[src/logic/ipv4_fwd_pkg.sv]
/* shared widths, header offsets and latencies for the ipv4 forwarding slice,
   plus the 16-bit ones'-complement helpers used by both checksum engines */
package ipv4_fwd_pkg;

    //////////////////////////////////////////////////////////////////////
    // stream and header geometry

    localparam int data_bytes = 8;
    localparam int data_width = 8 * data_bytes;
    localparam int hdr_bytes  = 20;
    localparam int hdr_width  = 8 * hdr_bytes;
    localparam int chk_width  = 16;
    // beats needed to cover the whole header
    localparam int hdr_beats  = (hdr_bytes + data_bytes - 1) / data_bytes;

    // byte positions inside the header
    localparam int ttl_offset = 8;
    localparam int chk_offset = 10;

    //////////////////////////////////////////////////////////////////////
    // pipeline timing

    // input beat to output beat, in cycles
    localparam int pipe_depth     = 5;
    localparam int verify_latency = 2;
    localparam int update_latency = 1;

    //////////////////////////////////////////////////////////////////////
    // helpers

    // header word k in network order, byte 2k is the high byte
    function automatic logic [chk_width-1:0] hdr_word(
        input logic [hdr_width-1:0] hdr,
        input int                   k
    );
        return {hdr[8*(2*k) +: 8], hdr[8*(2*k+1) +: 8]};
    endfunction

    // ones'-complement add with end-around carry
    function automatic logic [chk_width-1:0] ones_add(
        input logic [chk_width-1:0] a,
        input logic [chk_width-1:0] b
    );
        logic [chk_width:0] s;
        s = {1'b0, a} + {1'b0, b};
        return s[chk_width-1:0] + {{(chk_width-1){1'b0}}, s[chk_width]};
    endfunction

endpackage

[src/logic/ipv4_header_parser.sv]
/* finds frame starts on the beat stream, assembles the 20-byte ipv4 header
   and samples the per-frame ingress port and byte length */
`timescale 1ns/1ps

module ipv4_header_parser #(
    parameter int port_width   = 8,
    parameter int length_width = 16
) (
    input  logic                                packet_data_in,
    input  logic                                rst_n,
    input  logic                                in_valid,
    input  logic [ipv4_fwd_pkg::data_width-1:0] in_data,
    input  logic                                in_last,
    input  logic [port_width-1:0]               in_ingress_port,
    input  logic [length_width-1:0]             in_byte_length,
    output logic                                frame_start,
    output logic                                hdr_valid,
    output logic [ipv4_fwd_pkg::hdr_width-1:0]  hdr,
    output logic [port_width-1:0]               meta_port,
    output logic [length_width-1:0]             meta_length
);

    // counter saturates once the header beats are past
    localparam int cnt_width = $clog2(ipv4_fwd_pkg::hdr_beats + 1);

    logic                 sof_pending;
    logic [cnt_width-1:0] beat_cnt;
    logic [cnt_width-1:0] beat_idx;

    // next valid beat after a last beat opens a frame
    assign frame_start = in_valid && sof_pending;
    assign beat_idx    = frame_start ? '0 : beat_cnt;

    always_ff @(posedge packet_data_in) begin
        if (!rst_n) begin
            sof_pending <= 1'b1;
            beat_cnt    <= '0;
            hdr_valid   <= 1'b0;
        end else begin
            // one pulse, the cycle after the final header beat
            hdr_valid <= in_valid &&
                         (beat_idx == cnt_width'(ipv4_fwd_pkg::hdr_beats - 1));
            if (in_valid) begin
                sof_pending <= in_last;
                if (beat_idx != cnt_width'(ipv4_fwd_pkg::hdr_beats)) begin
                    beat_cnt <= beat_idx + 1'b1;
                end else begin
                    beat_cnt <= beat_idx;
                end
            end
        end
    end

    // header bytes land in order, byte i at hdr[8*i +: 8]
    always_ff @(posedge packet_data_in) begin
        if (in_valid) begin
            for (int i = 0; i < ipv4_fwd_pkg::hdr_bytes; i++) begin
                if (beat_idx == cnt_width'(i / ipv4_fwd_pkg::data_bytes)) begin
                    hdr[8*i +: 8] <= in_data[8*(i % ipv4_fwd_pkg::data_bytes) +: 8];
                end
            end
        end
        // metadata held until the next frame start
        if (frame_start) begin
            meta_port   <= in_ingress_port;
            meta_length <= in_byte_length;
        end
    end

endmodule

[src/logic/ipv4_checksum_verify.sv]
/* two-stage ipv4 header checksum check, flags pass when the ones'-complement
   sum of all ten header words folds to all ones */
`timescale 1ns/1ps

module ipv4_checksum_verify (
    input  logic                               packet_data_in,
    input  logic                               rst_n,
    input  logic                               hdr_valid,
    input  logic [ipv4_fwd_pkg::hdr_width-1:0] hdr,
    output logic                               chk_ok_valid,
    output logic                               chk_ok
);

    localparam int cw         = ipv4_fwd_pkg::chk_width;
    localparam int half_words = ipv4_fwd_pkg::hdr_width / cw / 2;
    // room for the carries of five words
    localparam int sum_width  = cw + $clog2(half_words);

    logic [sum_width-1:0] part_a;
    logic [sum_width-1:0] part_b;
    logic [sum_width-1:0] sum_a_q;
    logic [sum_width-1:0] sum_b_q;
    logic                 s1_valid;
    logic [sum_width:0]   total;
    logic [cw:0]          fold1;
    logic [cw-1:0]        fold2;

    // stage 1, two partial sums of five words each
    always_comb begin
        part_a = '0;
        part_b = '0;
        for (int k = 0; k < half_words; k++) begin
            part_a = part_a + sum_width'(ipv4_fwd_pkg::hdr_word(hdr, k));
            part_b = part_b + sum_width'(ipv4_fwd_pkg::hdr_word(hdr, k + half_words));
        end
    end

    // stage 2, combine then fold carries twice
    assign total = {1'b0, sum_a_q} + {1'b0, sum_b_q};
    assign fold1 = {1'b0, total[cw-1:0]} + (cw+1)'(total[sum_width:cw]);
    assign fold2 = fold1[cw-1:0] + {{(cw-1){1'b0}}, fold1[cw]};

    always_ff @(posedge packet_data_in) begin
        if (!rst_n) begin
            s1_valid     <= 1'b0;
            chk_ok_valid <= 1'b0;
        end else begin
            s1_valid     <= hdr_valid;
            chk_ok_valid <= s1_valid;
        end
    end

    always_ff @(posedge packet_data_in) begin
        sum_a_q <= part_a;
        sum_b_q <= part_b;
        chk_ok  <= (fold2 == '1);
    end

endmodule

[src/logic/ipv4_checksum_update.sv]
/* incremental checksum for a ttl decrement (rfc 1624 eq. 3), one register
   stage after the header strobe */
`timescale 1ns/1ps

module ipv4_checksum_update (
    input  logic                               packet_data_in,
    input  logic                               rst_n,
    input  logic                               hdr_valid,
    input  logic [ipv4_fwd_pkg::hdr_width-1:0] hdr,
    output logic                               new_chk_valid,
    output logic [ipv4_fwd_pkg::chk_width-1:0] new_chk,
    output logic [7:0]                         new_ttl
);

    localparam int cw = ipv4_fwd_pkg::chk_width;

    logic [7:0]    old_ttl;
    logic [7:0]    dec_ttl;
    logic [cw-1:0] old_word;
    logic [cw-1:0] new_word;
    logic [cw-1:0] old_chk;
    logic [cw-1:0] sum;

    // ttl shares its word with protocol
    assign old_ttl  = hdr[8*ipv4_fwd_pkg::ttl_offset +: 8];
    assign dec_ttl  = old_ttl - 8'd1;
    assign old_word = ipv4_fwd_pkg::hdr_word(hdr, ipv4_fwd_pkg::ttl_offset / 2);
    assign new_word = {dec_ttl, old_word[7:0]};
    assign old_chk  = ipv4_fwd_pkg::hdr_word(hdr, ipv4_fwd_pkg::chk_offset / 2);

    // HC' = ~(~HC + ~m + m')
    assign sum = ipv4_fwd_pkg::ones_add(ipv4_fwd_pkg::ones_add(~old_chk, ~old_word),
                                        new_word);

    always_ff @(posedge packet_data_in) begin
        if (!rst_n) begin
            new_chk_valid <= 1'b0;
        end else begin
            new_chk_valid <= hdr_valid;
        end
    end

    always_ff @(posedge packet_data_in) begin
        if (hdr_valid) begin
            new_chk <= ~sum;
            new_ttl <= dec_ttl;
        end
    end

endmodule

[src/logic/ipv4_frame_rewriter.sv]
/* delays the beat stream by pipe_depth cycles, patches ttl and checksum on
   beat 1 of good frames, drops zero-keep beats and reports frame status */
`timescale 1ns/1ps

module ipv4_frame_rewriter #(
    parameter int port_width   = 8,
    parameter int length_width = 16
) (
    input  logic                                packet_data_in,
    input  logic                                rst_n,
    input  logic                                in_valid,
    input  logic [ipv4_fwd_pkg::data_width-1:0] in_data,
    input  logic [ipv4_fwd_pkg::data_bytes-1:0] in_keep,
    input  logic                                in_last,
    input  logic                                frame_start,
    input  logic [port_width-1:0]               meta_port,
    input  logic [length_width-1:0]             meta_length,
    input  logic                                chk_ok_valid,
    input  logic                                chk_ok,
    input  logic                                new_chk_valid,
    input  logic [ipv4_fwd_pkg::chk_width-1:0]  new_chk,
    input  logic [7:0]                          new_ttl,
    output logic                                out_valid,
    output logic [ipv4_fwd_pkg::data_width-1:0] out_data,
    output logic [ipv4_fwd_pkg::data_bytes-1:0] out_keep,
    output logic                                out_last,
    output logic                                out_hdr_ok,
    output logic [port_width-1:0]               out_ingress_port,
    output logic [length_width-1:0]             out_byte_length
);

    localparam int depth    = ipv4_fwd_pkg::pipe_depth;
    localparam int dw       = ipv4_fwd_pkg::data_width;
    localparam int db       = ipv4_fwd_pkg::data_bytes;
    // byte lanes of ttl and checksum within beat 1
    localparam int ttl_byte = ipv4_fwd_pkg::ttl_offset - db;
    localparam int chk_byte = ipv4_fwd_pkg::chk_offset - db;

    //////////////////////////////////////////////////////////////////////
    // beat 1 must leave after both engine results are in the slot

    if (depth < ipv4_fwd_pkg::hdr_beats + ipv4_fwd_pkg::verify_latency ||
        depth < ipv4_fwd_pkg::hdr_beats + ipv4_fwd_pkg::update_latency) begin : g_depth_check
        $error("pipe_depth too short for checksum engine latency");
    end

    logic                         fs_d;
    logic [port_width-1:0]        pend_port;
    logic [length_width-1:0]      pend_length;
    logic [port_width-1:0]        slot_port;
    logic [length_width-1:0]      slot_length;
    logic                         slot_ok;
    logic [ipv4_fwd_pkg::chk_width-1:0] slot_chk;
    logic [7:0]                   slot_ttl;
    logic [depth-1:0]             v_line;
    logic [depth-1:0]             last_line;
    logic [depth-1:0]             tag_line;
    logic [depth-1:0][dw-1:0]     data_line;
    logic [depth-1:0][db-1:0]     keep_line;
    logic [7:0]                   old_ttl;
    logic                         rewrite;
    logic                         keep_nz;

    //////////////////////////////////////////////////////////////////////
    // delay line, tag marks the second beat of each frame

    always_ff @(posedge packet_data_in) begin
        if (!rst_n) begin
            fs_d      <= 1'b0;
            v_line    <= '0;
            last_line <= '0;
        end else begin
            fs_d      <= frame_start;
            v_line    <= {v_line[depth-2:0], in_valid};
            last_line <= {last_line[depth-2:0], in_valid && in_last};
        end
    end

    always_ff @(posedge packet_data_in) begin
        tag_line  <= {tag_line[depth-2:0], fs_d && in_valid};
        data_line <= {data_line[depth-2:0], in_data};
        keep_line <= {keep_line[depth-2:0], in_keep};
    end

    //////////////////////////////////////////////////////////////////////
    // per-frame slot

    always_ff @(posedge packet_data_in) begin
        // parser metadata is valid the cycle after frame start
        if (fs_d) begin
            pend_port   <= meta_port;
            pend_length <= meta_length;
        end
        // moved on with the update result, survives until next frame's result
        if (new_chk_valid) begin
            slot_chk    <= new_chk;
            slot_ttl    <= new_ttl;
            slot_port   <= pend_port;
            slot_length <= pend_length;
        end
        if (chk_ok_valid) begin
            slot_ok <= chk_ok;
        end
    end

    //////////////////////////////////////////////////////////////////////
    // output side

    assign old_ttl = data_line[depth-1][8*ttl_byte +: 8];
    // ttl of 0 or 1 is left for the slow path
    assign rewrite = tag_line[depth-1] && slot_ok && (old_ttl > 8'd1);
    assign keep_nz = |keep_line[depth-1];

    always_comb begin
        out_data = data_line[depth-1];
        if (rewrite) begin
            out_data[8*ttl_byte +: 8]       = slot_ttl;
            out_data[8*chk_byte +: 8]       = slot_chk[15:8];
            out_data[8*(chk_byte + 1) +: 8] = slot_chk[7:0];
        end
    end

    assign out_keep         = keep_line[depth-1];
    assign out_valid        = v_line[depth-1] && keep_nz;
    assign out_last         = last_line[depth-1] && keep_nz;
    assign out_hdr_ok       = slot_ok;
    assign out_ingress_port = slot_port;
    assign out_byte_length  = slot_length;

endmodule

[src/logic/ipv4_fwd_top.sv]
/* ipv4 forwarding slice: parser feeds the checksum verifier and updater,
   the rewriter merges their results back into the delayed stream */
`timescale 1ns/1ps

module ipv4_fwd_top #(
    parameter int port_width   = 8,
    parameter int length_width = 16
) (
    input  logic                                packet_data_in,
    input  logic                                rst_n,
    input  logic                                in_valid,
    input  logic [ipv4_fwd_pkg::data_width-1:0] in_data,
    input  logic [ipv4_fwd_pkg::data_bytes-1:0] in_keep,
    input  logic                                in_last,
    input  logic [port_width-1:0]               in_ingress_port,
    input  logic [length_width-1:0]             in_byte_length,
    output logic                                out_valid,
    output logic [ipv4_fwd_pkg::data_width-1:0] out_data,
    output logic [ipv4_fwd_pkg::data_bytes-1:0] out_keep,
    output logic                                out_last,
    output logic                                out_hdr_ok,
    output logic [port_width-1:0]               out_ingress_port,
    output logic [length_width-1:0]             out_byte_length
);

    //////////////////////////////////////////////////////////////////////
    // internal links

    logic                               frame_start;
    logic                               hdr_valid;
    logic [ipv4_fwd_pkg::hdr_width-1:0] hdr;
    logic [port_width-1:0]              meta_port;
    logic [length_width-1:0]            meta_length;
    logic                               chk_ok_valid;
    logic                               chk_ok;
    logic                               new_chk_valid;
    logic [ipv4_fwd_pkg::chk_width-1:0] new_chk;
    logic [7:0]                         new_ttl;

    // decode
    ipv4_header_parser #(
        .port_width   (port_width),
        .length_width (length_width)
    ) u_parser (
        .packet_data_in  (packet_data_in),
        .rst_n           (rst_n),
        .in_valid        (in_valid),
        .in_data         (in_data),
        .in_last         (in_last),
        .in_ingress_port (in_ingress_port),
        .in_byte_length  (in_byte_length),
        .frame_start     (frame_start),
        .hdr_valid       (hdr_valid),
        .hdr             (hdr),
        .meta_port       (meta_port),
        .meta_length     (meta_length)
    );

    // execute, both engines see the same header strobe
    ipv4_checksum_verify u_verify (
        .packet_data_in (packet_data_in),
        .rst_n          (rst_n),
        .hdr_valid      (hdr_valid),
        .hdr            (hdr),
        .chk_ok_valid   (chk_ok_valid),
        .chk_ok         (chk_ok)
    );

    ipv4_checksum_update u_update (
        .packet_data_in (packet_data_in),
        .rst_n          (rst_n),
        .hdr_valid      (hdr_valid),
        .hdr            (hdr),
        .new_chk_valid  (new_chk_valid),
        .new_chk        (new_chk),
        .new_ttl        (new_ttl)
    );

    // result
    ipv4_frame_rewriter #(
        .port_width   (port_width),
        .length_width (length_width)
    ) u_rewriter (
        .packet_data_in   (packet_data_in),
        .rst_n            (rst_n),
        .in_valid         (in_valid),
        .in_data          (in_data),
        .in_keep          (in_keep),
        .in_last          (in_last),
        .frame_start      (frame_start),
        .meta_port        (meta_port),
        .meta_length      (meta_length),
        .chk_ok_valid     (chk_ok_valid),
        .chk_ok           (chk_ok),
        .new_chk_valid    (new_chk_valid),
        .new_chk          (new_chk),
        .new_ttl          (new_ttl),
        .out_valid        (out_valid),
        .out_data         (out_data),
        .out_keep         (out_keep),
        .out_last         (out_last),
        .out_hdr_ok       (out_hdr_ok),
        .out_ingress_port (out_ingress_port),
        .out_byte_length  (out_byte_length)
    );

endmodule

[config.mk]
export PLATFORM = sky130hd
export DESIGN_NAME = ipv4_fwd_top
export DESIGN_NICKNAME = d
export VERILOG_FILES = /design/src/logic/ipv4_fwd_pkg.sv /design/src/logic/ipv4_header_parser.sv /design/src/logic/ipv4_checksum_verify.sv /design/src/logic/ipv4_checksum_update.sv /design/src/logic/ipv4_frame_rewriter.sv /design/src/logic/ipv4_fwd_top.sv
export SDC_FILE = /design/constraint.sdc
export NUM_CORES = 1
export LEC_CHECK = 0
export ABC_AREA = 0
export BUFFER_PORTS_ARGS = -buffer_cell sky130_fd_sc_hd__buf_2
export CAP_MARGIN = 40
export CORE_UTILIZATION = 50
export DETAILED_ROUTE_END_ITERATION = 7
export PLACE_DENSITY = 0.78
export RECOVER_POWER = 100
export SLEW_MARGIN = 10
export SYNTH_ARGS = -nofsm -noshare
export SYNTH_HDL_FRONTEND = slang
export SYNTH_SLANG_ARGS = --single-unit
[constraint.sdc]
create_clock -name packet_data_in -period 9.2 [get_ports packet_data_in]
set_input_delay 0.92 -clock packet_data_in [delete_from_list [all_inputs] [get_ports packet_data_in]]
set_output_delay 0.92 -clock packet_data_in [all_outputs]
set_load 0.02 [all_outputs]
==> run_results.csv <==
group,metric,value,unit
clock_network,cts_setup_buffers,0,
clock_network,cts-root-buf,"clkbuf_16",
finish,nets,2406,
floorplanning,io_pins,199,
power_and_ir_drop,power,8150,uW
logic_synthesis,syn_nets,2184,
sta,tns,0,ps
drt,firstDrtPassIters,7,
logic_synthesis,synthCells,1884,
finish,final.fill_count,4073,
power_and_ir_drop,p_leak,0.0119,uW
logic_synthesis,synth_seq_cells,702,
clock_network,cts_resized,0,
drt,ant_nets,0,
floorplanning,initial_core_util,0.511,
power_and_ir_drop,cellPowerDensity,278,nW/um^2
setup_path,critPathSlowestCell,"a211oi_1",
setup_path,cp-start-kind,"flip-flop",
global_route,antenna_found_initial,5,
sta,fin_crit_sh,0.841,
sta,setup_viol,0,
finish,layoutNonFillerInstCount,2836,
setup_path,worstPathArrival,8090,ps
global_route,grt_max_degree,61,
sta,hold_viol,0,
global_route,grt_overflow,0,
run,drv_cap,3,
setup_path,max_stage_delay,630,ps
logic_synthesis,synth_warnings,0,
logic_synthesis,synth_edf_count,281,
clock_network,ctsHoldBuffers,0,
placed_design,port_buffers,198,
global_route,grt.total_usage,0.192,
drt,drcViolationCount,0,
logic_synthesis,netlist.area_leader.share,0.327,
sta,fmax,129,MHz
clock_network,insertion_delay,620,ps
placed_design,finalWeightedCongestion,0.905,
clock_network,numCtsBuffers,70,
finish,syn_to_final_growth,13.9,%
setup_path,criticalPathCategory,"reg2reg",
setup_path,crit_required,9550,ps
placed_design,placed_cells,2706,
logic_synthesis,synthTopCellsByArea,"edfxtp_1 (33%), dfxtp_1 (33%), ha_1 (6.3%)",
clock_network,cts_tree,"done",
floorplanning,core-area,50500,um^2
setup_path,crit_top_cell,"ha_1",
finish,design_area,29400,um^2
hold_path,min_path_type,"reg2reg",
logic_synthesis,synth-main-ff-cell,"dfxtp_1",
setup_path,cp-end-kind,"flip-flop",
finish,n_antenna_cell,0,
floorplanning,die_w,229,um
global_route,grt_pass1_vias,14598,
floorplanning,rows,82,
sta,tightest_slew,3350,ps
global_route,grt_pass1_wl,77700,um
logic_synthesis,synthMostInstantiatedCell,"dfxtp_1",
sta,final.setup.worst_slack,1460,ps
placed_design,place_area,27400,um^2
logic_synthesis,syn-cell-area,25800,um^2
sta,finalClockSkew,25.5,ps
drt,dr_total_vias,14232,
sta,rsz0062_at_grt,"false",
logic_synthesis,synth_area_per_cell,13.7,um^2
clock_network,cts_buffer_depth,3,
finish,layout-drive-gt1-share,0.0869,
logic_synthesis,synth_area_leader_cell,"edfxtp_1",
drt,wire_per_inst,17.4,um
clock_network,clkTransAtPathRegs,60,ps
logic_synthesis,yosysSeqAreaShare,0.654,
clock_network,cts_sinks,702,
logic_synthesis,ys_top_cells_by_count,"dfxtp_1 (421), edfxtp_1 (281), inv_1 (214)",
sta,min_period,7740,ps
placed_design,pre_cts_slack,1750,ps
setup_path,worstPathMaxFanout,6,
outcome,outcome,"complete, but fails checks",
sta,relSlewSlack,-1.23,
logic_synthesis,ys_async_sr_fraction,0,
sta,finalMaxSlewViolations,150,
logic_synthesis,synth_cell_types,77,
drt,viasPerCell,5.02,
outcome,violations,"max-capacitance violations, max-slew violations",
clock_network,htreeDepth,3,
floorplanning,die_h,229,um
drt,drt_iter0_markers,909,
placed_design,hpwlAfterDp,36800,um
floorplanning,dieArea,52500,um^2
drt,finalWirelength,49400,um
power_and_ir_drop,peakVddDrop,171,uV
==> logic make-up (layout without fill, tap and decap cells) <==
kind of cell | count (synthesis) | count (layout) | share of synthesized area
buffers and inverters | 272 | 552 | 0.0468
flip-flops | 702 | 702 | 0.654
multiplexers | 26 | 26 | 0.0113
AO/OA/AOI/OAI | 245 | 245 | 0.0633
AND/OR/NAND/NOR | 315 | 315 | 0.0649
adder cells (fa/ha/maj) | 200 | 200 | 0.117
XOR/XNOR | 124 | 124 | 0.0421
==> per-layer routing <==
metal  share of wire  GRT usage  vias up
met5               0          0        -
met4           0.026     0.0738        0
met3           0.056     0.0371       80
met2            0.47      0.312      365
met1            0.45      0.253     6892
li1                -          -     6895
==> area by class of cell <==
cell class	count	area (um^2)	share of cell area
Sequential cell	702	16900	0.575
Clock buffer	97	2010	0.0685
Clock inverter	33	305	0.0104
Inverter	214	803	0.0274
Multi-Input combinational cell	910	7700	0.262
Timing Repair Buffer	208	826	0.0281
Tap cell	672	841	0.0286
==> path summary, 6_finish.rpt <==
check,slack [ps],start,to,cells past startpoint
worst max-delay path,1460,u_parser.hdr[72]$_DFFE_PP_,u_update.new_chk[14]$_DFFE_PP_,36
worst min-delay path,310,u_rewriter.data_line[215]$_DFF_P_,u_rewriter.data_line[279]$_DFF_P_,0
worst max register to register,1460,u_parser.hdr[72]$_DFFE_PP_,u_update.new_chk[14]$_DFFE_PP_,36
worst min register to register,310,u_rewriter.data_line[215]$_DFF_P_,u_rewriter.data_line[279]$_DFF_P_,0
==> stage by stage <==
| stage | utilization | hold WS (ps) |
|---|---|---|
| 5_1_grt | 0.581 | 318 |
| 6_report | 0.581 | 311 |
| 3_5_place_dp | 0.543 | 312 |
| 2_1_floorplan | - | 310 |
| 3_3_place_gp | 0.540 | 310 |
| 4_1_cts | 0.589 | 310 |
==> critical path: cells and delay by family (launching register included) <==
family	cells	cell delay (ps)
buf+inv	3	200
simple gates	12	2160
compound gates	13	2970
xor+xnor	2	260
fa+ha+maj	6	1470
flops	1	420
==> power breakdown <==
group          switching (uW)  internal, uW  total [uW]
Combinational            1120           745        1860
Sequential               57.5          3430        3490
Clock                    1190          1610        2800
==> sequential cells by signal, summed over array words and instances, names as in the netlist, 16 cells and up <==
signal and cells:
u_parser.hdr 160, u_parser.meta_length 16, u_rewriter.data_line 280, u_rewriter.keep_line 32, u_rewriter.out_byte_length 16, u_rewriter.out_data 40
u_rewriter.pend_length 16, u_rewriter.slot_chk 16, u_update.new_chk 16, u_verify.sum_a_q 19, u_verify.sum_b_q 19
==> placed cells by master, fill, tap and decap left out, types with 18 or more instances in the layout <==
| cell type | count |
|---|---|
| fa_1 | 70 |
| a21oi_1 | 66 |
| o21ai_0 | 49 |
| nor3_1 | 22 |
| dfxtp_1 | 421 |
| clkbuf_16 | 75 |
| nand2_1 | 57 |
| xnor2_1 | 80 |
| nor2b_1 | 18 |
| nor2_1 | 68 |
| nand3_1 | 34 |
| a21o_1 | 20 |
| mux2_2 | 20 |
| ha_1 | 130 |
| edfxtp_1 | 281 |
| inv_1 | 214 |
| clkbuf_1 | 189 |
| buf_2 | 36 |
| xor2_1 | 44 |
No activity file was read; power rests on OpenSTA's default activity.
